### config.mk
export PLATFORM = sky130hd
export DESIGN_NAME = dcache_addr_decode
export DESIGN_NICKNAME = d
export VERILOG_FILES = /design/src/verilog/dcache_pkg.sv /design/src/verilog/dcache_addr_decode.sv
export SDC_FILE = /design/constraint.sdc
export NUM_CORES = 1
export LEC_CHECK = 0
export BUFFER_PORTS_ARGS = -buffer_cell sky130_fd_sc_hd__buf_2
export CAP_MARGIN = 30
export CORE_MARGIN = 4
export CORE_UTILIZATION = 42
export CTS_BUF_LIST = sky130_fd_sc_hd__clkbuf_8 sky130_fd_sc_hd__clkbuf_16
export CTS_CLUSTER_SIZE = 12
export DETAILED_ROUTE_END_ITERATION = 6
export MAX_ROUTING_LAYER = met4
export PLACE_DENSITY = 0.87
export REMOVE_ABC_BUFFERS = 1
export SYNTH_ARGS = -nofsm -noshare
export SYNTH_HDL_FRONTEND = slang
export SYNTH_SLANG_ARGS = --single-unit
### constraint.sdc
create_clock -name clk -period 6.41 [get_ports clk]
set_clock_uncertainty 0.2 [all_clocks]
set_input_delay 0 -clock clk [delete_from_list [all_inputs] [get_ports clk]]
set_output_delay 0 -clock clk [all_outputs]
set_load 0.02 [all_outputs]
### src/verilog/dcache_pkg.sv
package dcache_pkg;

    localparam int ADDR_W   = 32;
    localparam int DATA_W   = 32;
    localparam int SET_W    = 3;
    localparam int TAG_W    = 27;
    localparam int OFS_W    = 2;
    localparam int NUM_SETS = 8;
    localparam int NUM_WAYS = 2;
    // word index into the 256-word backing memory
    localparam int MEM_AW   = 8;

    // address split into tag, set index and byte offset
    typedef struct packed {
        logic [TAG_W-1:0] tag;
        logic [SET_W-1:0] set;
        logic [OFS_W-1:0] offset;
    } dcache_addr_fields_t;

    typedef union packed {
        logic [ADDR_W-1:0]   word;
        dcache_addr_fields_t fields;
    } dcache_addr_u;

    typedef struct packed {
        logic              valid;
        logic              write;
        dcache_addr_u      addr;
        logic [DATA_W-1:0] wdata;
    } dcache_req_t;

    typedef struct packed {
        logic              valid;
        logic              hit;
        logic [DATA_W-1:0] rdata;
    } dcache_rsp_t;

    // captured request with valid high only in the lookup cycle
    typedef struct packed {
        logic              valid;
        logic              write;
        logic [SET_W-1:0]  set;
        logic [TAG_W-1:0]  tag;
        logic [MEM_AW-1:0] mem_idx;
        logic [DATA_W-1:0] wdata;
    } dcache_lookup_t;

    typedef struct packed {
        logic              en;
        logic              way;
        logic [SET_W-1:0]  set;
        logic [TAG_W-1:0]  tag;
        logic [DATA_W-1:0] data;
    } dcache_fill_t;

endpackage

### src/verilog/dcache_addr_decode.sv
`timescale 1ns/1ps

module dcache_addr_decode (
    input  logic                          clk,
    input  logic                          arst_n_i,
    input  dcache_pkg::dcache_req_t       req_i,
    input  logic                          miss_i,
    output dcache_pkg::dcache_lookup_t    lookup_o,
    output logic                          mem_rd_o,
    output logic                          mem_wr_o,
    output logic [dcache_pkg::MEM_AW-1:0] mem_idx_o,
    output logic [dcache_pkg::DATA_W-1:0] mem_wdata_o,
    output logic                          busy_o
);
    import dcache_pkg::*;

    typedef enum logic [1:0] {
        ST_IDLE,
        ST_LOOKUP,
        ST_MEM_READ,
        ST_MEM_WAIT
    } state_e;

    state_e            state_q;
    state_e            state_d;
    logic              accept;
    logic              write_q;
    dcache_addr_u      addr_q;
    logic [DATA_W-1:0] wdata_q;

    // strobes during busy are dropped
    assign accept = req_i.valid && (state_q == ST_IDLE);

    always_ff @(posedge clk) begin
        if (accept) begin
            write_q <= req_i.write;
            addr_q  <= req_i.addr;
            wdata_q <= req_i.wdata;
        end
    end

    always_comb begin
        state_d = state_q;
        case (state_q)
            ST_IDLE:     if (accept) state_d = ST_LOOKUP;
            // only read misses go on to memory
            ST_LOOKUP:   state_d = miss_i ? ST_MEM_READ : ST_IDLE;
            ST_MEM_READ: state_d = ST_MEM_WAIT;
            ST_MEM_WAIT: state_d = ST_IDLE;
            default:     state_d = ST_IDLE;
        endcase
    end

    always_ff @(posedge clk or negedge arst_n_i) begin
        if (!arst_n_i) begin
            state_q <= ST_IDLE;
        end else begin
            state_q <= state_d;
        end
    end

    assign lookup_o = '{
        valid:   (state_q == ST_LOOKUP),
        write:   write_q,
        set:     addr_q.fields.set,
        tag:     addr_q.fields.tag,
        mem_idx: addr_q.word[MEM_AW+OFS_W-1:OFS_W],
        wdata:   wdata_q
    };

    // write-through memory update on the edge that ends lookup
    assign mem_wr_o    = (state_q == ST_LOOKUP) && write_q;
    assign mem_rd_o    = (state_q == ST_MEM_READ);
    assign mem_idx_o   = addr_q.word[MEM_AW+OFS_W-1:OFS_W];
    assign mem_wdata_o = wdata_q;
    assign busy_o      = (state_q != ST_IDLE);

endmodule

==> run metrics <==
clock sinks 65; Sw Ratio 34.69%; number of antenna violations at the first check in global routing 1; relative slew slack 50.35%; status completed; row count 27; Synth top area share 80.17%; GRT Total Usage 20.07%; Avg WL per Cell 15.41 um; crit start category register; vias in the first global route 1910; Die X 82.96 um; crit path time final 1.979 ns; critical path data arrival time 1.74 ns; Num CTS Buffers 9; root buf cell clkbuf_8; Area growth, synth to finish 62.30%; Final period util 30.87%; RSZ-0062 raised after global routing no; MaxCap Viol Count 0; layout cell share with drive strength beyond 1 57.82%; buffers added on ports 181; H-Tree Level Count 3; largest net degree at the start of global routing 64; post-synth cell types 10; Final Hold Vio Count 0; # IOs 184; reg2reg setup slack 4.43 ns; Clock Pin Slew Worst Setup and Hold Paths 0.07 ns; Worst setup EP type register; Hold WC Path Type input pin to register; worst vdd ir 0.2012 mV; most common cell in the synthesized netlist edfxtp_1; pwr dens 334.1 nW/um^2; Leak Pwr 1.735 nW; GP Congestion 0.7949; dominant synthesized flop cell edfxtp_1; final WL 6350 um; Fill cells 388; Ys Warns 0; worst-margin pin slew 0.7447 ns; largest area contributor in the netlist edfxtp_1; Final Setup Violations 0; detailed placer's ending HPWL 3937 um; register area share after synthesis 82.29%; Chip Height 82.96 um; Setup WS post-layout 4.431 ns; CTS max path bufs 2; Max Slew Vio Count 0; TritonRoute pass-1 iters 4; Logic pwr share 31.4%; CTS resizes 0; P_int 835.6 uW; Placement Setup Slack 4.441 ns; largest cells by area after synthesis edfxtp_1 (80%), buf_4 (16%), dfrtp_1 (2.1%), nor2_1 (0.48%), nor2b_2 (0.37%); grt ovf 0; Simple-Gate Fraction of Synth Area 1.644%; DRC Markers 0; Clk Latency, worst-skew pair 0.33 ns; Seq pwr share 47.1%; Post-synth EDFFs 63; post-synthesis adder-cell area fraction 0%; core area 5473 um^2; Clock Power Share 21.6%; sw power 443.8 uW; # Post-CTS Setup Buffers 0; remaining antenna violation count 0; CTS tree built; initial drt markers 46; Synth async-reset ratio 3.077%; Synth top cells by count edfxtp_1 (63), buf_4 (49), nor2_1 (3), dfrtp_1 (2); Compound-Gate Fraction of Synth Area 0.3181%; global-route wire length before repair 10040 um; Final nets 403; setup TNS 0 ns; Synth Area in XOR/XNOR 0%; post-synthesis register bit count 65; main combinational cell family by area after synthesis buffers and inverters; Synth Area per Inst 19.19 um^2; via count 1717; Post-Syn Instances 123; Initial Util 43.12%; mux cell area share after synthesis 0%; die area 6882 um^2; Vias/cell 4.167; Crit Path Class register to register; CP Data Required Time 6.17 ns; Cell Area, Synth 2360 um^2; fmax 505.3 MHz; Critical Path Fanout Max 63
-- critical path: stages, from the launching register on --
cell and delay, ns:
dfrtp_1 0.42, or2_1 0.28, nor2_4 0.08, buf_4 0.57
-- logic make-up after synthesis --
kind of cell | Yosys count
AO/OA/AOI/OAI | 1
flip-flops | 65
AND/OR/NAND/NOR | 7
buffers and inverters | 50
-- per-layer routing --
metal  vias to the layer above  track usage [%]  part of all wire [%]
met5                         -                -                     0
met4                         0            10.40                   2.4
met3                        13            7.341                   8.9
met2                       116            35.86                    56
met1                       778            18.55                    32
li1                        810                -                     -
-- path summary, 6_finish.rpt --
| kind | startpoint | end | cells after the start |
|---|---|---|---|
| max | register | addr_q[17] | 3 |
| min | req_i[5] | mem_wdata_o[5] | 2 |
| max reg2reg | register | addr_q[17] | 3 |
| min reg2reg | state_q[0] | state_q[0] | 1 |
| max in group asynchronous | arst_n_i | asynchronous set/reset pin | 3 |
| min in group asynchronous | arst_n_i | state_q[0] | 3 |
-- placed cells by master, fill, tap and decap left out --
cell,count
and2_1,1
nor2_4,1
nor2b_1,1
edfxtp_1,63
clkbuf_8,9
nor2b_2,1
nor2_1,2
buf_2,181
dlygate4sd3_1,67
a21o_1,1
dfrtp_1,2
or2_1,1
clkinv_2,3
clkinv_1,2
diode_2,1
buf_4,1
inv_1,3
-- cell type report --
| cell class | instances | area, um^2 | share of cell area, % |
|---|---|---|---|
| sequential | 65 | 1942 | 50.70 |
| timing repair buffer | 249 | 1584 | 41.36 |
| clock buffer | 9 | 123.9 | 3.234 |
| tap | 72 | 90.09 | 2.352 |
| multi-input combinational | 8 | 53.80 | 1.405 |
| clock inverter | 7 | 30.03 | 0.7841 |
| inverter | 1 | 3.754 | 0.09801 |
| antenna | 1 | 2.502 | 0.06534 |
-- repair_timing --
action,in CTS,in global routing
hold buffers,67,0
setup endpoints to repair,0,0
hold endpoints to repair,67,0
-- metrics by stage --
| step | cells | area, um^2 | hold WS, ns | total power [mW] | util, % |
|---|---|---|---|---|---|
| after floorplan | 74 | 1992 | -0.4956 | 0.8297 | - |
| after global placement | 328 | 3003 | -0.4148 | 0.9720 | 54.87 |
| after detailed placement | 328 | 3003 | -0.4127 | 0.9808 | 54.87 |
| after CTS | 411 | 3827 | 0.1569 | 1.285 | 69.94 |
| after global routing | 412 | 3830 | 0.1603 | 1.346 | 69.98 |
| final | 412 | 3830 | 0.1789 | 1.279 | 69.98 |
-- sequential cells by signal (all words and copies together), names as in the netlist, named ones only --
| name | cells |
|---|---|
| state_q | 1 |
| mem_wdata_o | 32 |
| write_q | 1 |
| addr_q | 30 |
-- power groups by stage --
stage | Clock [mW] | Combinational (mW) | Sequential, mW
after global placement | 0 | 0.367 | 0.605
after floorplan | 0 | 0.0601 | 0.770
after CTS | 0.280 | 0.404 | 0.601
after global routing | 0.309 | 0.424 | 0.613
after detailed placement | 0 | 0.372 | 0.609
final | 0.276 | 0.401 | 0.602
Note: power is estimated with default switching activity, not from simulation.
