--- src/verilog/dcache_pkg.sv ---
package dcache_pkg;

    localparam int ADDR_W   = 32;
    localparam int DATA_W   = 32;
    localparam int SET_W    = 3;
    localparam int TAG_W    = 27;
    localparam int OFS_W    = 2;
    localparam int NUM_SETS = 8;
    localparam int NUM_WAYS = 2;
    // word index into the 256-word backing memory
    localparam int MEM_AW   = 8;

    // address split into tag, set index and byte offset
    typedef struct packed {
        logic [TAG_W-1:0] tag;
        logic [SET_W-1:0] set;
        logic [OFS_W-1:0] offset;
    } dcache_addr_fields_t;

    typedef union packed {
        logic [ADDR_W-1:0]   word;
        dcache_addr_fields_t fields;
    } dcache_addr_u;

    typedef struct packed {
        logic              valid;
        logic              write;
        dcache_addr_u      addr;
        logic [DATA_W-1:0] wdata;
    } dcache_req_t;

    typedef struct packed {
        logic              valid;
        logic              hit;
        logic [DATA_W-1:0] rdata;
    } dcache_rsp_t;

    // captured request with valid high only in the lookup cycle
    typedef struct packed {
        logic              valid;
        logic              write;
        logic [SET_W-1:0]  set;
        logic [TAG_W-1:0]  tag;
        logic [MEM_AW-1:0] mem_idx;
        logic [DATA_W-1:0] wdata;
    } dcache_lookup_t;

    typedef struct packed {
        logic              en;
        logic              way;
        logic [SET_W-1:0]  set;
        logic [TAG_W-1:0]  tag;
        logic [DATA_W-1:0] data;
    } dcache_fill_t;

endpackage

--- src/verilog/dcache_data_array.sv ---
`timescale 1ns/1ps

module dcache_data_array (
    input  logic                                                    clk,
    input  dcache_pkg::dcache_lookup_t                              lookup_i,
    input  dcache_pkg::dcache_fill_t                                fill_i,
    input  logic [dcache_pkg::NUM_WAYS-1:0]                         wr_way_i,
    output logic [dcache_pkg::NUM_WAYS-1:0][dcache_pkg::DATA_W-1:0] way_data_o
);
    import dcache_pkg::*;

    logic [DATA_W-1:0] data_q [NUM_SETS][NUM_WAYS];

    // refill and write hit never fall in the same cycle
    always_ff @(posedge clk) begin
        if (fill_i.en) begin
            data_q[fill_i.set][fill_i.way] <= fill_i.data;
        end else begin
            for (int w = 0; w < NUM_WAYS; w++) begin
                if (wr_way_i[w]) begin
                    data_q[lookup_i.set][w] <= lookup_i.wdata;
                end
            end
        end
    end

    // both ways read out for the current set
    always_comb begin
        for (int w = 0; w < NUM_WAYS; w++) begin
            way_data_o[w] = data_q[lookup_i.set][w];
        end
    end

endmodule

--- config.mk ---
export PLATFORM = sky130hd
export DESIGN_NAME = dcache_data_array
export DESIGN_NICKNAME = d
export VERILOG_FILES = /design/src/verilog/dcache_pkg.sv /design/src/verilog/dcache_data_array.sv
export SDC_FILE = /design/constraint.sdc
export NUM_CORES = 1
export LEC_CHECK = 0
export BUFFER_PORTS_ARGS = -buffer_cell sky130_fd_sc_hd__buf_2
export CAP_MARGIN = 20
export CORE_UTILIZATION = 45
export CTS_CLUSTER_DIAMETER = 150
export DETAILED_ROUTE_END_ITERATION = 8
export PLACE_DENSITY = 0.66
export SETUP_SLACK_MARGIN = 0.3
export SYNTH_ARGS = -nofsm -noshare
export SYNTH_HDL_FRONTEND = slang
export SYNTH_SLANG_ARGS = --single-unit
--- constraint.sdc ---
create_clock -name clk -period 3.3 [get_ports clk]
set_input_delay 0.33 -clock clk [delete_from_list [all_inputs] [get_ports clk]]
set_output_delay 0.33 -clock clk [all_outputs]
set_load 0.03 [all_outputs]
==> impl_metrics.sql, run 1 <==
INSERT INTO impl_metrics (metric_group, metric, value, unit) VALUES
('outcome', 'status', 'finished, final reports clean', ''),
('synth', 'synth_seq_cells', '512', ''),
('sta', 'final_min_period_over_clock_period', '0.7767', ''),
('floorplan', 'die_area', '44940', 'sq um'),
('critical_path', 'worst-setup-path-type', 'input pin to output pin', ''),
('synth', 'synth_top_cell_by_area', 'edfxtp_1', ''),
('power', 'seq_power_share', '0.539', ''),
('placed_design', 'place_hpwl', '22800', 'um'),
('layout', 'fin_nets', '1145', ''),
('sta', 'grt_setup_unrepaired', 'no', ''),
('floorplan', 'floorplan.core_area', '43270', 'sq um'),
('sta', 'finalCriticalPeriod', '2.563', 'ns'),
('power', 'leakage', '7.459', 'nW'),
('placed_design', 'pre_cts_ws', '0.5938', 'ns'),
('clocking', 'hold_buffers', '0', ''),
('critical_path', 'timing.critical_path.slowest_stage_cell', 'mux4_2', ''),
('critical_path', 'worst_setup_path_end_kind', 'output pin', ''),
('run', 'cap_viol_max_count', '0', ''),
('route', 'via_count', '9086', ''),
('clocking', 'cts.repair.resized', '0', ''),
('clocking', 'numClockSinks', '512', ''),
('critical_path', 'top_family_by_delay_on_critical_path', 'buffers and inverters', ''),
('placed_design', 'place.gp.congestion', '0.7714', ''),
('layout', 'largest-register', 'data_q', ''),
('critical_path', 'worst_setup_path_start_kind', 'input pin', ''),
('placed_design', 'io_buffer_count', '138', ''),
('route', 'drtPass1Iterations', '4', ''),
('global_route', 'grt_overflow_total', '0', ''),
('route', 'drt-initial-drc-count', '803', ''),
('critical_path', 'max_incr_delay_on_cp', '0.58', 'ns'),
('power', 'combPwrFrac', '0.087', ''),
('sta', 'post-route-worst-setup-slack', '0.7368', 'ns'),
('synth', 'synth_area', '19840', 'sq um'),
('layout', 'largest_reg_flops', '512', ''),
('route', 'remaining_drc_errors', '0', ''),
('layout', 'layout_common_cells', 'edfxtp_1 (512), buf_2 (135), mux4_2 (128)', ''),
('sta', 'final_hold_viol_count', '0', ''),
('clocking', 'htree_levels', '2', ''),
('global_route', 'grt_usage', '0.1884', ''),
('worst_hold_path', 'hold_path_class', 'input pin to flip-flop', ''),
('power', 'power.ir.vdd_worst', '348.9', 'uV'),
('layout', 'flow.area_growth_from_synthesis', '16.43', '%'),
('synth', 'synth.avg_cell_area', '24.08', 'sq um'),
('critical_path', 'critPathRequiredTime', '2.97', 'ns'),
('global_route', 'grt_max_degree', '63', ''),
('clocking', 'cts-buffers-inserted', '51', ''),
('synth', 'synth_area_leaders', 'edfxtp_1 (77%), mux4_2 (15%), mux2_2 (5.6%)', ''),
('global_route', 'number_of_global_route_vias_before_repair', '9349', ''),
('clocking', 'cts_setup_buffers', '0', ''),
('critical_path', 'crit_path_cell_trace', 'clkbuf_8 > buf_12 > mux4_2 > mux2_2 > buf_2', ''),
('synth', 'syn_nets', '963', ''),
('global_route', 'global_route_wire_length_before_repair', '60500', 'um'),
('power', 'net-switching-power', '3.185', 'mW'),
('sta', 'tightestPinTransition', '1.108', 'ns'),
('sta', 'highest_attainable_clock_frequency', '0.3901', 'GHz'),
('floorplan', 'chipHeight', '212.0', 'um'),
('sta', 'final.setup.tns', '0', 'ns'),
('layout', 'drive_gt1_frac', '0.4655', ''),
('sta', 'final_setup_vio_count', '0', ''),
('floorplan', 'chipWidth', '212.0', 'um'),
('synth', 'yosys_warnings', '0', ''),
('clocking', 'clockRootBuffer', 'clkbuf_16', ''),
('synth', 'synth.top_cell.area_share', '0.7749', ''),
('synth', 'synth_cells', '824', ''),
('critical_path', 'total_buffers_and_inverters_traversed_by_the_critical_path', '3', ''),
('floorplan', 'start_util', '0.4586', ''),
('route', 'post_drt_via_cell_ratio', '5.567', ''),
('sta', 'finalMaxSlewViolations', '0', ''),
('layout', 'biggestRegsByFlops', 'data_q: 512 flops', ''),
('global_route', 'initial_antenna_violation_count', '3', ''),
('floorplan', 'row_count', '76', '');
[area by class of cell]
cell class	count	area, sq um	area share
flip-flops and latches	512	15370	0.6655
multi-input cells	268	4370	0.1892
clock buffers	58	1324	0.05730
repair buffers	171	1106	0.04788
well taps	585	732.0	0.03168
clock inverters	33	178.9	0.007745
inverters	2	7.507	0.0003250
diodes	3	7.507	0.0003250
[synthesized netlist by cell type]
| cell | instances |
|---|---|
| edfxtp_1 | 512 |
| mux4_2 | 128 |
| mux2_2 | 98 |
| buf_2 | 16 |
| nor2_1 | 16 |
| clkbuf_1 | 14 |
| buf_6 | 9 |
| nand2_1 | 7 |
| buf_1 | 3 |
| and3b_1 | 2 |
| inv_1 | 2 |
| mux2i_1 | 2 |
| nand2b_1 | 2 |
| nor2b_1 | 2 |
| o22ai_1 | 2 |
| o31ai_1 | 2 |
| a22oi_1 | 1 |
| a31oi_1 | 1 |
| a32oi_1 | 1 |
| nand3_1 | 1 |
| nand3b_1 | 1 |
| o21bai_1 | 1 |
| o22a_1 | 1 |
[logic make-up after synthesis]
group,synth area share
compound gates,0.003342
buf+inv,0.01274
flops,0.7749
mux,0.2019
simple gates,0.007126
[power by group through the flow]
stage / registers (mW) / logic [mW] / clock network, mW
CTS: 7.58 / 1.25 / 5.35
finish: 7.58 / 1.22 / 5.25
detailed placement: 7.72 / 1.25 / 0
floorplan: 7.70 / 0.821 / 0
global route: 7.60 / 1.31 / 5.58
global placement: 7.70 / 1.23 / 0
[metal layers]
layer | track usage | share of wire | wire length [um] | vias to the layer above
li1 | - | - | - | 3881
met1 | 0.2578 | 0.42 | 17270 | 4869
met2 | 0.3073 | 0.50 | 20360 | 263
met3 | 0.03043 | 0.053 | 2176 | 73
met4 | 0.06872 | 0.026 | 1061 | 0
met5 | 0 | 0 | 0 | -
[stage by stage]
step | power (mW) | hold slack, ns | util | cells | area (sq um)
final | 14.05 | 0.2755 | 0.5339 | 1632 | 23100
after global routing | 14.49 | 0.3049 | 0.5339 | 1631 | 23100
after CTS | 14.19 | 0.2525 | 0.5337 | 1629 | 23090
after detailed placement | 8.965 | 0.8824 | 0.4990 | 1538 | 21590
after global placement | 8.925 | 0.8513 | 0.4990 | 1538 | 21590
after floorplan | 8.519 | 0.7045 | - | 824 | 19840
[final timing paths]
kind | from | endpoint | slack, ns | cells after the start
max | lookup_i[67] | way_data_o[51] | 0.74 | 5
min | lookup_i[18] | data_q[5][50] | 0.28 | 2
Power figures use the tool's default switching activity.
==> inputs of run 2 (changes only) <==
Settings changed: ABC_AREA set to 1, PLACE_DENSITY 0.66 to unset.
Clock period 3.3 ns to 2.6 ns, I/O delays scaled along.
==> run 2 against run 1 <==
  * Combinational power rose by 39%
  * Non-clock buffer count rose by 16
  * First-iteration DRC count rose by 37%
  * Die area rose by 6.0%
  * Global-route usage rose by 3.0 points
  * Power rose by 29%
  * Utilization fell by 0.80 points
  * Routed wire length rose by 25%
  * Via count rose by 50%
  * Sequential power rose by 26%
  * Clock power rose by 31%
  * Setup slack got worse by 0.26 ns
  * Critical path type unchanged
  * Critical endpoint is now way_data_o[62]
  * Largest power group unchanged
  * Highest routed layer unchanged
==> impl_metrics.sql, run 2 <==
INSERT INTO impl_metrics (metric_group, metric, value, unit) VALUES
('synth', 'synth_cells', '1859', ''),
('synth', 'most_frequently_used_cell_type_in_the_post_synthesis_netlist', 'nor2_1', ''),
('critical_path', 'crit_path_cell_trace', 'clkbuf_8 > inv_6 > buf_12 > o21ai_0 > nand2_1 > nand2_1 > nand2_1 > buf_2', ''),
('floorplan', 'chipWidth', '218.2', 'um'),
('power', 'power_density', '754.7', 'nW/um^2'),
('sta', 'hold-worst-slack', '0.3292', 'ns'),
('route', 'via_count', '13640', ''),
('synth', 'synth.top_cell.area_share', '0.7309', ''),
('sta', 'finalCriticalPeriod', '2.123', 'ns'),
('critical_path', 'worst_setup_path_start_kind', 'input pin', ''),
('synth', 'synth.lib_cells_used.distinct', '18', ''),
('layout', 'utilization', '0.5259', ''),
('critical_path', 'path_depth', '8', ''),
('layout', 'largest-register', 'data_q', ''),
('layout', 'multi_input_area', '5105', 'sq um'),
('critical_path', 'worst_setup_path_end_kind', 'output pin', ''),
('sta', 'grt_setup_unrepaired', 'no', ''),
('layout', 'largest_reg_flops', '512', ''),
('layout', 'drive_gt1_frac', '0.1367', ''),
('critical_path', 'total_buffers_and_inverters_traversed_by_the_critical_path', '4', ''),
('global_route', 'number_of_global_route_vias_before_repair', '13040', ''),
('layout', 'flow.area_growth_from_synthesis', '14.44', '%'),
('sta', 'finalMaxSlewViolations', '0', ''),
('sta', 'final_setup_vio_count', '0', ''),
('floorplan', 'row_count', '78', ''),
('synth', 'synth_area_leaders', 'edfxtp_1 (73%), nor2_1 (9.4%), nand2_1 (7.7%)', ''),
('clocking', 'cts_tree', 'yes', ''),
('route', 'remaining_drc_errors', '0', ''),
('floorplan', 'die_area', '47610', 'sq um'),
('layout', 'regArea', '15370', 'sq um'),
('power', 'power.ir.vdd_worst', '544.5', 'uV'),
('synth', 'synth_async_sr_flop_share', '0', ''),
('critical_path', 'critPathRequiredTime', '2.34', 'ns'),
('synth', 'synth_area', '21040', 'sq um'),
('global_route', 'grt_usage', '0.2186', ''),
('synth', 'number_of_enable_flip_flop_cells_after_synthesis', '512', ''),
('route', 'detail_route.wirelength', '51240', 'um'),
('critical_path', 'path_common_cell', 'nand2_1', ''),
('sta', 'final.setup.tns', '0', 'ns'),
('critical_path', 'timing.critical_path.slowest_stage_cell', 'buf_12', ''),
('floorplan', 'io_pins', '203', ''),
('synth', 'syn_nets', '1998', ''),
('floorplan', 'start_util', '0.4596', ''),
('clocking', 'numClockSinks', '512', ''),
('floorplan', 'chipHeight', '218.2', 'um'),
('layout', 'layout_common_cells', 'nor2_1 (512), edfxtp_1 (512), nand2_1 (429)', ''),
('clocking', 'hold_buffers', '0', ''),
('clocking', 'clkSlewWorstSetupHoldPaths', '0.06', 'ns'),
('layout', 'fin_nets', '2134', ''),
('power', 'leakage', '8.882', 'nW'),
('critical_path', 'critical_path.max_fanout', '108', ''),
('global_route', 'grt_overflow_total', '0', ''),
('floorplan', 'floorplan.core_area', '45770', 'sq um'),
('sta', 'final_min_period_over_clock_period', '0.8167', ''),
('synth', 'yosys_warnings', '0', ''),
('sta', 'final_hold_viol_count', '0', ''),
('placed_design', 'io_buffer_count', '138', ''),
('synth', 'commonest_cells_post_synth', 'nor2_1 (528), edfxtp_1 (512), nand2_1 (430), o21ai_1 (173), o21ai_0 (83)', ''),
('worst_hold_path', 'hold_path_class', 'input pin to flip-flop', ''),
('critical_path', 'max_incr_delay_on_cp', '0.35', 'ns'),
('global_route', 'initial_antenna_violation_count', '0', ''),
('clocking', 'clockRootBuffer', 'clkbuf_16', ''),
('route', 'detail-route-antenna-nets', '0', ''),
('synth', 'synth.yosys.seq_area_share', '0.7309', ''),
('sta', 'relSlewSlack', '0.3596', ''),
('sta', 'tightestPinTransition', '0.9550', 'ns'),
('synth', 'synth-main-ff-cell', 'edfxtp_1', ''),
('run', 'cap_viol_max_count', '0', ''),
('critical_path', 'cp.arrival', '1.86', 'ns'),
('clocking', 'htree_levels', '2', ''),
('route', 'drt-initial-drc-count', '1099', ''),
('sta', 'highest_attainable_clock_frequency', '0.4709', 'GHz'),
('placed_design', 'place_hpwl', '27540', 'um'),
('outcome', 'status', 'finished, final reports clean', ''),
('route', 'post_drt_via_cell_ratio', '5.180', ''),
('critical_path', 'worst_setup_path_startpoint', 'lookup_i[67]', ''),
('synth', 'synth_seq_cells', '512', ''),
('critical_path', 'timing.critical_path.to', 'way_data_o[62]', ''),
('global_route', 'grt_max_degree', '109', ''),
('synth', 'synth_top_cell_by_area', 'edfxtp_1', ''),
('layout', 'antennaDiodeCount', '0', ''),
('synth', 'synth.avg_cell_area', '11.32', 'sq um'),
('route', 'drt-wirelength-per-cell', '19.46', 'um'),
('clocking', 'cts_max_path_buffers', '3', ''),
('critical_path', 'top_family_by_delay_on_critical_path', 'buffers and inverters', ''),
('clocking', 'cts-buffers-inserted', '52', ''),
('clocking', 'cts.repair.resized', '0', ''),
('global_route', 'global_route_wire_length_before_repair', '77660', 'um'),
('placed_design', 'place.gp.congestion', '0.7646', ''),
('clocking', 'cts_setup_buffers', '0', ''),
('critical_path', 'worst-setup-path-type', 'input pin to output pin', ''),
('route', 'drtPass1Iterations', '5', ''),
('layout', 'biggestRegsByFlops', 'data_q: 512 flops', ''),
('layout', 'fillerInstances', '3934', '');
[run 2: cell count changes after synthesis, sizes merged, moves of 7 or more]
cell,change
nand3,+15
o21ai,+256
nor2,+512
buf,+56
nand2,+424
mux4,-128
clkbuf,+7
mux2,-98
inv,+7
[run 2: report_power, final]
group / switching [mW] / internal [mW] / leakage, nW / total (mW)
registers: 0.0623 / 9.51 / 4.54 / 9.57
logic: 1.26 / 0.433 / 3.58 / 1.70
clock network: 3.04 / 3.86 / 0.757 / 6.90
total: 4.36 / 13.8 / 8.88 / 18.2
[run 2: routing by layer]
layer / part of all wire / track usage
met5: 0 / 0
met4: 0.019 / 0.06084
met3: 0.051 / 0.03006
met2: 0.49 / 0.3658
met1: 0.44 / 0.2986
[run 2: worst min-delay path, stage by stage]
cell	delay (ns)
buf_2	0.07
nand2_1	0.04
nand2_1	0.33
[run 2: logic make-up (layout without fill, tap and decap cells)]
logic type	count (synthesis)	count (layout)	synth area share
AND/OR/NAND/NOR	975	975	0.1751
flip-flops	512	512	0.7309
AO/OA/AOI/OAI	258	258	0.06180
buffers and inverters	114	288	0.03224
[run 2: worst min path at each step]
stage | slack, ns | endpoint | start | cells past startpoint
CTS | 0.32 | data_q[0][6] | lookup_i[6] | 3
global route | 0.40 | data_q[1][38] | lookup_i[6] | 3
global placement | 0.92 | data_q[1][51] | fill_i[19] | 3
finish | 0.33 | data_q[0][6] | lookup_i[6] | 3
floorplan | 0.69 | data_q[0][0] | fill_i[0] | 2
detailed placement | 0.94 | way_data_o[18] | data_q[1][50] | 5
[run 2: metrics by stage]
| stage | instances | worst slack [ns] | instance area (sq um) | power (mW) |
|---|---|---|---|---|
| 5_1_grt | 2633 | 0.3526 | 24070 | 18.77 |
| 3_5_place_dp | 2541 | 0.4240 | 22530 | 11.47 |
| 3_3_place_gp | 2541 | 0.4581 | 22530 | 11.43 |
| 6_report | 2633 | 0.4765 | 24070 | 18.17 |
| 4_1_cts | 2633 | 0.4855 | 24070 | 18.31 |
| 2_1_floorplan | 1859 | -0.1252 | 21060 | 10.84 |
[run 2: layout make-up]
cell class              count  area share
clock buffers              64     0.05593
flip-flops and latches    512      0.6387
repair buffers            187     0.05224
well taps                 600     0.03119
inverters                   9    0.001715
multi-input cells        1233      0.2121
clock inverters            28    0.008161
