**config.mk**
```make
export PLATFORM = sky130hd
export DESIGN_NAME = dcache_result
export DESIGN_NICKNAME = d
export VERILOG_FILES = /design/src/verilog/dcache_pkg.sv /design/src/verilog/dcache_result.sv
export SDC_FILE = /design/constraint.sdc
export NUM_CORES = 1
export LEC_CHECK = 0
export BUFFER_PORTS_ARGS = -buffer_cell sky130_fd_sc_hd__buf_4
export CAP_MARGIN = 0
export CORE_AREA = 5 5 103 105
export CTS_BUF_LIST = sky130_fd_sc_hd__clkbuf_8
export DETAILED_ROUTE_END_ITERATION = 7
export DIE_AREA = 0 0 108 110
export PLACE_DENSITY_LB_ADDON = 0.3
export SLEW_MARGIN = 10
export SYNTH_ARGS = -nofsm -noshare
export SYNTH_HDL_FRONTEND = slang
export SYNTH_SLANG_ARGS = --single-unit
```
**constraint.sdc**
```tcl
create_clock -name clk -period 1.56 [get_ports clk]
set_clock_uncertainty 0.05 [all_clocks]
set_input_delay 0.234 -clock clk [delete_from_list [all_inputs] [get_ports clk]]
set_output_delay 0.234 -clock clk [all_outputs]
set_load 0.005 [all_outputs]
```
**src/verilog/dcache_pkg.sv**
```systemverilog
package dcache_pkg;

    localparam int ADDR_W   = 32;
    localparam int DATA_W   = 32;
    localparam int SET_W    = 3;
    localparam int TAG_W    = 27;
    localparam int OFS_W    = 2;
    localparam int NUM_SETS = 8;
    localparam int NUM_WAYS = 2;
    // word index into the 256-word backing memory
    localparam int MEM_AW   = 8;

    // address split into tag, set index and byte offset
    typedef struct packed {
        logic [TAG_W-1:0] tag;
        logic [SET_W-1:0] set;
        logic [OFS_W-1:0] offset;
    } dcache_addr_fields_t;

    typedef union packed {
        logic [ADDR_W-1:0]   word;
        dcache_addr_fields_t fields;
    } dcache_addr_u;

    typedef struct packed {
        logic              valid;
        logic              write;
        dcache_addr_u      addr;
        logic [DATA_W-1:0] wdata;
    } dcache_req_t;

    typedef struct packed {
        logic              valid;
        logic              hit;
        logic [DATA_W-1:0] rdata;
    } dcache_rsp_t;

    // captured request with valid high only in the lookup cycle
    typedef struct packed {
        logic              valid;
        logic              write;
        logic [SET_W-1:0]  set;
        logic [TAG_W-1:0]  tag;
        logic [MEM_AW-1:0] mem_idx;
        logic [DATA_W-1:0] wdata;
    } dcache_lookup_t;

    typedef struct packed {
        logic              en;
        logic              way;
        logic [SET_W-1:0]  set;
        logic [TAG_W-1:0]  tag;
        logic [DATA_W-1:0] data;
    } dcache_fill_t;

endpackage

```
**src/verilog/dcache_result.sv**
```systemverilog
`timescale 1ns/1ps

module dcache_result (
    input  logic                                                   clk,
    input  logic                                                   arst_n_i,
    input  dcache_pkg::dcache_lookup_t                             lookup_i,
    input  logic [dcache_pkg::NUM_WAYS-1:0]                        way_hit_i,
    input  logic [dcache_pkg::NUM_WAYS-1:0]                        way_valid_i,
    input  logic [dcache_pkg::NUM_WAYS-1:0][dcache_pkg::DATA_W-1:0] way_data_i,
    input  logic [dcache_pkg::DATA_W-1:0]                          mem_rdata_i,
    input  logic                                                   mem_done_i,
    output logic                                                   miss_o,
    output logic [dcache_pkg::NUM_WAYS-1:0]                        wr_way_o,
    output dcache_pkg::dcache_fill_t                               fill_o,
    output dcache_pkg::dcache_rsp_t                                rsp_o
);
    import dcache_pkg::*;

    logic              hit;
    logic              hit_way;
    logic [DATA_W-1:0] hit_data;
    logic              victim;
    logic [NUM_SETS-1:0] lru_q;
    logic              rsp_valid_d;
    logic              rsp_hit_d;
    logic [DATA_W-1:0] rsp_rdata_d;
    logic              rsp_valid_q;
    logic              rsp_hit_q;
    logic [DATA_W-1:0] rsp_rdata_q;

    assign hit      = |way_hit_i;
    assign hit_way  = way_hit_i[1];
    assign hit_data = way_data_i[hit_way];

    // writes are no-allocate so only read misses refill
    assign miss_o   = lookup_i.valid && !lookup_i.write && !hit;
    assign wr_way_o = (lookup_i.valid && lookup_i.write) ? way_hit_i : '0;

    // invalid way 0 first, then invalid way 1, else the lru way
    always_comb begin
        if (!way_valid_i[0]) begin
            victim = 1'b0;
        end else if (!way_valid_i[1]) begin
            victim = 1'b1;
        end else begin
            victim = lru_q[lookup_i.set];
        end
    end

    assign fill_o = '{
        en:   mem_done_i,
        way:  victim,
        set:  lookup_i.set,
        tag:  lookup_i.tag,
        data: mem_rdata_i
    };

    // lru bit names the way to evict next
    always_ff @(posedge clk or negedge arst_n_i) begin
        if (!arst_n_i) begin
            lru_q <= '0;
        end else if (fill_o.en) begin
            lru_q[fill_o.set] <= ~fill_o.way;
        end else if (lookup_i.valid && hit) begin
            lru_q[lookup_i.set] <= ~hit_way;
        end
    end

    // zero data for writes and the memory word for read misses
    always_comb begin
        rsp_valid_d = mem_done_i || (lookup_i.valid && !miss_o);
        rsp_hit_d   = lookup_i.valid && hit;
        if (mem_done_i) begin
            rsp_rdata_d = mem_rdata_i;
        end else if (lookup_i.write) begin
            rsp_rdata_d = '0;
        end else begin
            rsp_rdata_d = hit_data;
        end
    end

    always_ff @(posedge clk or negedge arst_n_i) begin
        if (!arst_n_i) begin
            rsp_valid_q <= 1'b0;
        end else begin
            rsp_valid_q <= rsp_valid_d;
        end
    end

    always_ff @(posedge clk) begin
        rsp_hit_q   <= rsp_hit_d;
        rsp_rdata_q <= rsp_rdata_d;
    end

    assign rsp_o = '{valid: rsp_valid_q, hit: rsp_hit_q, rdata: rsp_rdata_q};

endmodule

```
==> flow_metrics.tcl, run 1 <==
set metrics [dict create \
    cts_tree "yes" \
    worstHoldPathType "input pin to flop" \
    fp.dieW_microns 108 \
    antennaDiodeCount 0 \
    via_per_inst 4.27 \
    layout_worst_path_cycle_share_pct 117 \
    h-tree-depth 2 \
    dpl_cell_area_sq_mm 0.00336 \
    syn_inst 264 \
    hold_viol 0 \
    gr-usage-met2_pct 21.6 \
    post_synth_num_cell_types 30 \
    nets 553 \
    status "finished, violations left" \
    syn_area_sq_mm 0.00235 \
    use_met3_pct 2.97 \
    worst_pin_slew_ns 0.608 \
    synth_top_cell_area_share_pct 28.2 \
    fillers 1022 \
    cp_data_required_time_ns 1.28 \
    drc 0 \
    track_usage_pct 12.0 \
    synth_edf_count 0 \
    die_h_microns 110 \
    wl_per_cell_microns 15.5 \
    total_power_w 0.00271 \
    maxCapViolCount 0 \
    cp_slowest_stage_delay_ns 0.38 \
    p_leak_nw 1.76 \
    max_slew_margin_pct 59.5 \
    ir_drop_mv 0.360 \
    post-route-min-period_ns 1.82 \
    first_iter_violations 63 \
    setup_viol 1 \
    antenna_found_initial 0 \
    drive_gt1_share_pct 52.0 \
    violations "negative setup slack" \
    gp_congestion 0.772 \
    clock-sinks 42 \
    cp_max_fo 2 \
    clk_pin_slew_worst_paths_ns 0.09 \
    ys_dominant_reg_cell "dfxtp_1" \
    synth_area_leaders "dfxtp_1, buf_4, mux2i_1" \
    grt_max_degree 33 \
    seqCellArea_sq_um 886 \
    io_pins 276 \
    yosysSeqAreaShare_pct 37.8 \
    rsz0062_at_grt "yes" \
    start_kind "flop" \
    max_freq_mhz 549 \
    post-cts-setup-buffer-count 0 \
    worstPathCellList "mux2_4, a221oi_4, a21o_1, a21boi_1, buf_4" \
    use_met1_pct 13.3 \
    final_util_pct 36.3 \
    synth_area_leader_cell "dfxtp_1" \
    synthTopCellsByCount "buf_4, o21ai_0, nand2_1" \
    async_flop_share_pct 21.4 \
    multi_input_area_sq_um 906 \
    dr_total_vias 2184 \
    worstPathArrival_ns 1.54 \
    dieArea_sq_mm 0.0119 \
    start_util_pct 24.6 \
    yosysMostFrequentCell "buf_4" \
    fin_ws_ns -0.260 \
    gr-total-overflow 0 \
    critical_path_class "flop to output pin" \
    cts_root_buffer "clkbuf_8" \
    slew_violations 0 \
    grt_pass1_vias 2151 \
    tns_ns -0.260 \
    pwr_density_cell_mw_per_mm2 781 \
    cts_buffers 5 \
    yosys_warnings 0 \
    io_buffers 181 \
    top_usage_layer "met2" \
    cp_slowest_cell "dfrtp_1" \
    syn_nets 439 \
    dr.pass1.iters 4 \
    clk_latency_ns 0.29 \
    ant_nets 0 \
    totalWireLength_microns 7920 \
    core_area_sq_mm 0.00955 \
    end_kind "output pin" \
    avgSynthCellArea_sq_um 8.89 \
    fp-row-count 36 \
    final_area_sq_mm 0.00347 \
    grt_pass1_wl_microns 11000 \
    dpl.hpwl_microns 6250 \
    area_growth_pct 47.8 \
    ys_ff_latch 42 \
    clock_path_buffers 2 \
    preCtsSetupSlack_ns -0.0285 \
]
-- layout make-up --
class | count | share of cell area, %
multi-input cells | 141 | 26.1
repair buffers | 186 | 40.7
clock buffers | 6 | 2.38
well taps | 133 | 4.80
clock inverters | 2 | 0.253
flip-flops and latches | 42 | 25.5
inverters | 2 | 0.216
-- power breakdown --
part	internal (W)	switching [W]
registers	0.00119	0.0000435
logic	0.000447	0.000289
clock network	0.000352	0.000386
-- through the flow --
stage,instances,hold WS [ns]
finish,512,0.0957
detailed placement,503,0.0159
global route,512,0.0920
CTS,512,0.0775
floorplan,264,-0.112
global placement,503,0.0154
-- routing by layer --
metal | share of wire, % | wire [microns]
met1 | 37 | 2910
met2 | 51 | 4060
met5 | 0 | 0
met4 | 3.5 | 276
met3 | 8.6 | 678
-- cells by family (layout without fill, tap and decap cells) --
group / Yosys count / count (layout) / synth area share (%)
AOI/OAI and AO/OA: 61 / 61 / 14.5
buffers and inverters: 81 / 196 / 24.1
DFF: 42 / 42 / 37.8
muxes: 35 / 35 / 15.2
and+or+nand+nor: 45 / 45 / 8.48
-- cells in the final DEF (no fill, tap or decap), types with 2 or more instances in the layout --
master,count
buf_4,184
o21ai_0,46
nand2_1,34
mux2i_1,33
dfxtp_1,33
dfrtp_1,9
clkbuf_8,6
o21ai_1,4
inv_1,3
o21a_1,2
or2_2,2
nand2b_1,2
and3_1,2
a211oi_1,2
-- path summary, 6_finish.rpt --
path	startpoint	to	slack, ns	cells past startpoint
setup reg to reg	lru_q[2]	lru_q[2]	0.11	4
hold / removal	mem_rdata_i[6]	rsp_rdata_q[6]	0.1	3
min in group asynchronous	arst_n_i	lru_q[5]	0.25	2
setup / recovery	lru_q[2]	fill_o[62]	-0.26	5
max in group asynchronous	arst_n_i	lru_q[2]	1.08	2
hold reg to reg	lru_q[3]	lru_q[3]	0.47	2
-- repair_timing --
item	CTS	global route
endpoints found under the setup margin	1	1
endpoints found under the hold margin	9	0
hold buffers	1	0
resized for setup	1	1
pin swaps	2	0
-- critical path: cells and delay by family (launching register included) --
kind                   cells  cell delay (ns)
buffers and inverters      1             0.13
flip-flops                 1             0.38
multiplexers               1             0.29
AO/OA/AOI/OAI              3             0.44
-- flip-flops by register name, indices dropped and copies added (netlist names) --
name         cells
rsp_hit_q        1
rsp_rdata_q     32
rsp_valid_q      1
lru_q            8
(Power assumes the default switching activity.)
==> run 2: changes to the inputs <==
- CORE_AREA: 5 5 103 105 -> 5 5 104 106
- DIE_AREA: 0 0 108 110 -> 0 0 109 111
- clock period: 1.56 -> 1.5 ns (I/O delays scaled with it)
==> run 2 against run 1 <==
Net effect: the flow still finishes with violations (negative setup slack); global-route usage fell by 0.14 points; register-to-register slack lost 0.41 ns; combinational power up 7.9%; non-clock buffer count is 9 higher; die area up 1.8%; final cell count increased by 1.8%; first-iteration DRC count is 30% higher; via count up 0.14%; sequential cell count stayed put; critical path depth unchanged; hold slack got worse by 0.011 ns.
==> flow_metrics.tcl, run 2 (synthesized netlist as in run 1, its figures left out) <==
set metrics [dict create \
    status "finished, violations left" \
    violations "negative setup slack" \
    multi_input_area_sq_um 898 \
    dr.pass1.iters 4 \
    setup_viol 5 \
    wl_per_cell_microns 14.4 \
    fillers 1012 \
    worstHoldStart "mem_rdata_i[16]" \
    core_area_sq_mm 0.00968 \
    antennaDiodeCount 0 \
    start_kind "flop" \
    area_growth_pct 49.4 \
    grt_pass1_vias 2293 \
    cp_data_required_time_ns 1.22 \
    total_power_w 0.00278 \
    worstPathArrival_ns 1.54 \
    totalWireLength_microns 7480 \
    holdPathStages 3 \
    dr_total_vias 2187 \
    drive_gt1_share_pct 52.8 \
    largest_register_ff_count 32 \
    hold_end "rsp_rdata_q[16]" \
    h-tree-depth 2 \
    gp_congestion 0.752 \
    slew_violations 0 \
    r2r-start "lru_q[2]" \
    layout_worst_path_cycle_share_pct 121 \
    clock-sinks 42 \
    grt_pass1_wl_microns 11300 \
    reg2reg_slack_ns -0.30 \
    pwr_density_cell_mw_per_mm2 793 \
    final_common_cell "buf_4" \
    cts_buffers 5 \
    dp.cells 509 \
    nets 562 \
    io_pins 276 \
    max_freq_mhz 552 \
    ir_drop_mv 0.305 \
    clk_pin_slew_worst_paths_ns 0.08 \
    clock_path_buffers 2 \
    cts_tree "yes" \
    hold_viol 0 \
    max_flop_register "rsp_rdata_q" \
    preCtsSetupSlack_ns -0.0542 \
    track_usage_pct 11.9 \
    seqCellArea_sq_um 886 \
    worst_pin_slew_ns 0.390 \
    start_util_pct 24.2 \
    r2r-end "lru_q[0]" \
    via_per_inst 4.20 \
    first_iter_violations 82 \
    clk_latency_ns 0.29 \
    final_cell_count_no_fill 521 \
    reg2regPathDepth 8 \
    reg_top3 "rsp_rdata_q x32, lru_q x8" \
    dieArea_sq_mm 0.0121 \
    fin_ws_ns -0.313 \
    dpl.hpwl_microns 6060 \
    io_buffers 181 \
    max_slew_margin_pct 73.7 \
    post-route-min-period_ns 1.81 \
    cp_max_fo 2 \
    end_kind "output pin" \
    rsz0062_at_grt "yes" \
    drc 0 \
    p_leak_nw 1.79 \
    fp.dieW_microns 109 \
    critical_path_class "flop to output pin" \
    gr-total-overflow 0 \
    layout_common_cells "buf_4, o21ai_0, nand2_1" \
    die_h_microns 111 \
    ant_nets 0 \
    maxCapViolCount 0 \
    antenna_found_initial 0 \
    worstHoldPathType "input pin to flop" \
    fp-row-count 36 \
    grt_max_degree 24 \
    cts_root_buffer "clkbuf_8" \
]
[run 2: where the power goes]
group          switching (W)  total (W)  internal (W)
combinational       0.000304   0.000794      0.000490
clock               0.000385   0.000696      0.000311
sequential         0.0000464    0.00129       0.00124
[run 2: metal layers]
layer,part of all wire (%),GRT usage (%),vias to the layer above
met1,34,12.7,982
li1,-,-,1069
met4,2.3,4.63,0
met5,0,0,-
met2,54,21.5,114
met3,9.8,3.38,22
[run 2: critical path, cell delays in order, from the launching register on]
cell	delay (ns)
dfrtp_1	0.39
mux2_4	0.28
a221oi_2	0.29
a21o_1	0.11
a21boi_1	0.05
buf_4	0.14
[run 2: how the worst max path moves through the flow]
stage,start,endpoint,slack [ns]
finish,lru_q[2],fill_o[62],-0.31
global route,lru_q[2],fill_o[62],-0.40
CTS,lru_q[2],fill_o[62],-0.31
detailed placement,lookup_i[69],lru_q[3],-0.05
global placement,lookup_i[69],fill_o[62],-0.05
floorplan,lookup_i[69],fill_o[62],0.02
[run 2: final cells by class]
type,count,area share [%]
multi-input cells,141,25.6
repair buffers,195,41.8
clock inverters,3,0.321
inverters,2,0.214
clock buffers,5,1.96
well taps,133,4.75
flip-flops and latches,42,25.3
[run 2: stage by stage]
step	cell area (sq um)	hold WS [ns]	TNS (ns)	util, %
2_1_floorplan	2350	-0.121	0	-
3_3_place_gp	3390	0.00434	-0.201	35.0
3_5_place_dp	3390	0.00566	-0.355	35.0
4_1_cts	3500	0.0694	-1.30	36.2
5_1_grt	3500	0.0732	-2.06	36.2
6_report	3500	0.0848	-1.50	36.2
[run 2: timing repair]
item | CTS | global route
hold buffers | 1 | 0
cloned | 0 | 0
gates resized for setup | 2 | 4
hold endpoints to repair | 9 | 0
pin swaps | 4 | 2
setup buffers | 3 | 0
setup endpoints to repair | 6 | 9
==> run 3: changes to the inputs <==
- BUFFER_PORTS_ARGS: -buffer_cell sky130_fd_sc_hd__buf_4 -> -buffer_cell sky130_fd_sc_hd__buf_2
==> run 3 against run 2 <==
Net effect: the flow still finishes with violations (negative setup slack); critical path depth did not move; clock-buffer cell count stayed put; wire length down 4.6%; register-to-register slack improved by 0.31 ns; first-iteration DRC count decreased by 51%; non-clock buffer count decreased by 3; via count barely moved; core utilization fell by 4.6 points; critical endpoint unchanged.
==> flow_metrics.tcl, run 3 (synthesized netlist as in run 1, its figures left out) <==
set metrics [dict create \
    antennaDiodeCount 0 \
    io_buffers 181 \
    cp_max_fo 2 \
    die_h_microns 111 \
    start_util_pct 24.2 \
    ant_nets 0 \
    cts_root_buffer "clkbuf_8" \
    worst_pin_slew_ns 0.419 \
    post-route-min-period_ns 1.80 \
    dr.pass1.iters 4 \
    cts_tree "yes" \
    gr-total-overflow 0 \
    setup_viol 1 \
    maxCapViolCount 0 \
    critical_path_class "flop to output pin" \
    reg2reg_slack_ns 0.01 \
    worstHoldPathType "input pin to flop" \
    layout_common_cells "buf_2, o21ai_0, nand2_1" \
    max_flop_register "rsp_rdata_q" \
    first_iter_violations 40 \
    layout_worst_path_cycle_share_pct 120 \
    start_kind "flop" \
    grt_pass1_wl_microns 10400 \
    top_usage_layer "met2" \
    final_util_pct 31.6 \
    rsz0062_at_grt "yes" \
    fp-row-count 36 \
    area_growth_pct 30.3 \
    dpl.hpwl_microns 5760 \
    total_power_w 0.00262 \
    gp_congestion 0.715 \
    final_area_sq_mm 0.00306 \
    ir_drop_mv 0.304 \
    dr_total_vias 2185 \
    io_pins 276 \
    gr-usage-met2_pct 19.5 \
    status "finished, violations left" \
    grt_max_degree 25 \
    core_area_sq_mm 0.00968 \
    clock_path_buffers 2 \
    worstPathArrival_ns 1.52 \
    violations "negative setup slack" \
    reg_top3 "rsp_rdata_q x32, lru_q x8" \
    tns_ns -0.298 \
    dpl_cell_area_sq_mm 0.00293 \
    dieArea_sq_mm 0.0121 \
    max_freq_mhz 556 \
    use_met1_pct 11.8 \
    grt_pass1_vias 2163 \
    cp_data_required_time_ns 1.22 \
    fp.dieW_microns 109 \
    max_slew_margin_pct 71.8 \
    fin_ws_ns -0.298 \
    p_leak_nw 1.63 \
    clock-sinks 42 \
    fillers 1051 \
    slew_violations 0 \
    wl_per_cell_microns 13.8 \
    h-tree-depth 2 \
    largest_register_ff_count 32 \
    clk_pin_slew_worst_paths_ns 0.08 \
    totalWireLength_microns 7140 \
    antenna_found_initial 0 \
    pwr_density_cell_mw_per_mm2 858 \
    track_usage_pct 10.9 \
    final_common_cell "buf_2" \
    hold_viol 0 \
    nets 559 \
    clk_latency_ns 0.29 \
    drc 0 \
    use_met3_pct 3.03 \
    cts_buffers 5 \
    drive_gt1_share_pct 53.0 \
    end_kind "output pin" \
    via_per_inst 4.22 \
]
[run 3: cell type report]
class	instances	area [sq um]	share of cell area [%]
Clock buffer	5	68.8	2.25
Inverter	2	7.51	0.246
Clock inverter	3	12.5	0.409
Timing Repair Buffer	192	991	32.4
Multi-Input combinational cell	141	925	30.2
Sequential cell	42	886	29.0
Tap cell	133	166	5.44
[run 3: per-layer routing]
layer  part of all wire [%]  wire, microns
met1                     37           2650
met2                     51           3670
met3                    9.3            663
met4                    2.2            155
met5                      0              0
[run 3: repair_timing]
action	in CTS	in global routing
gates resized for setup	1	4
hold buffers	1	0
pin swaps	2	3
endpoints found under the setup margin	1	5
setup buffers	4	1
hold endpoints to repair	9	0
[run 3: worst paths after layout]
| check | to | cells after the start | from |
|---|---|---|---|
| setup / recovery | fill_o[62] | 5 | lru_q[2] |
| hold / removal | rsp_rdata_q[6] | 3 | mem_rdata_i[6] |
| setup reg to reg | lru_q[4] | 5 | lru_q[2] |
| hold reg to reg | lru_q[7] | 2 | lru_q[7] |
| max in group asynchronous | rsp_valid_q | 2 | arst_n_i |
| min in group asynchronous | lru_q[7] | 2 | arst_n_i |
[run 3: worst max-delay path: stages (launching register included)]
cell      delay (ns)
dfrtp_1         0.38
mux2_4          0.28
a221oi_4        0.27
a21o_1          0.13
a21boi_2        0.05
buf_2           0.13
[run 3: where the power goes]
part	switching, W	leakage [nW]	internal, W	total [W]
Clock	0.000392	0.0468	0.000314	0.000706
Combinational	0.000299	1.20	0.000335	0.000634
Sequential	0.0000414	0.382	0.00124	0.00128
[run 3: metrics by stage]
step	hold WS, ns	std cells	setup WS, ns
after floorplan	-0.121	264	0.0224
after global placement	0.0410	508	-0.0993
after detailed placement	0.0436	508	-0.0957
after CTS	0.0791	521	-0.305
after global routing	0.0849	518	-0.392
final	0.0975	518	-0.298
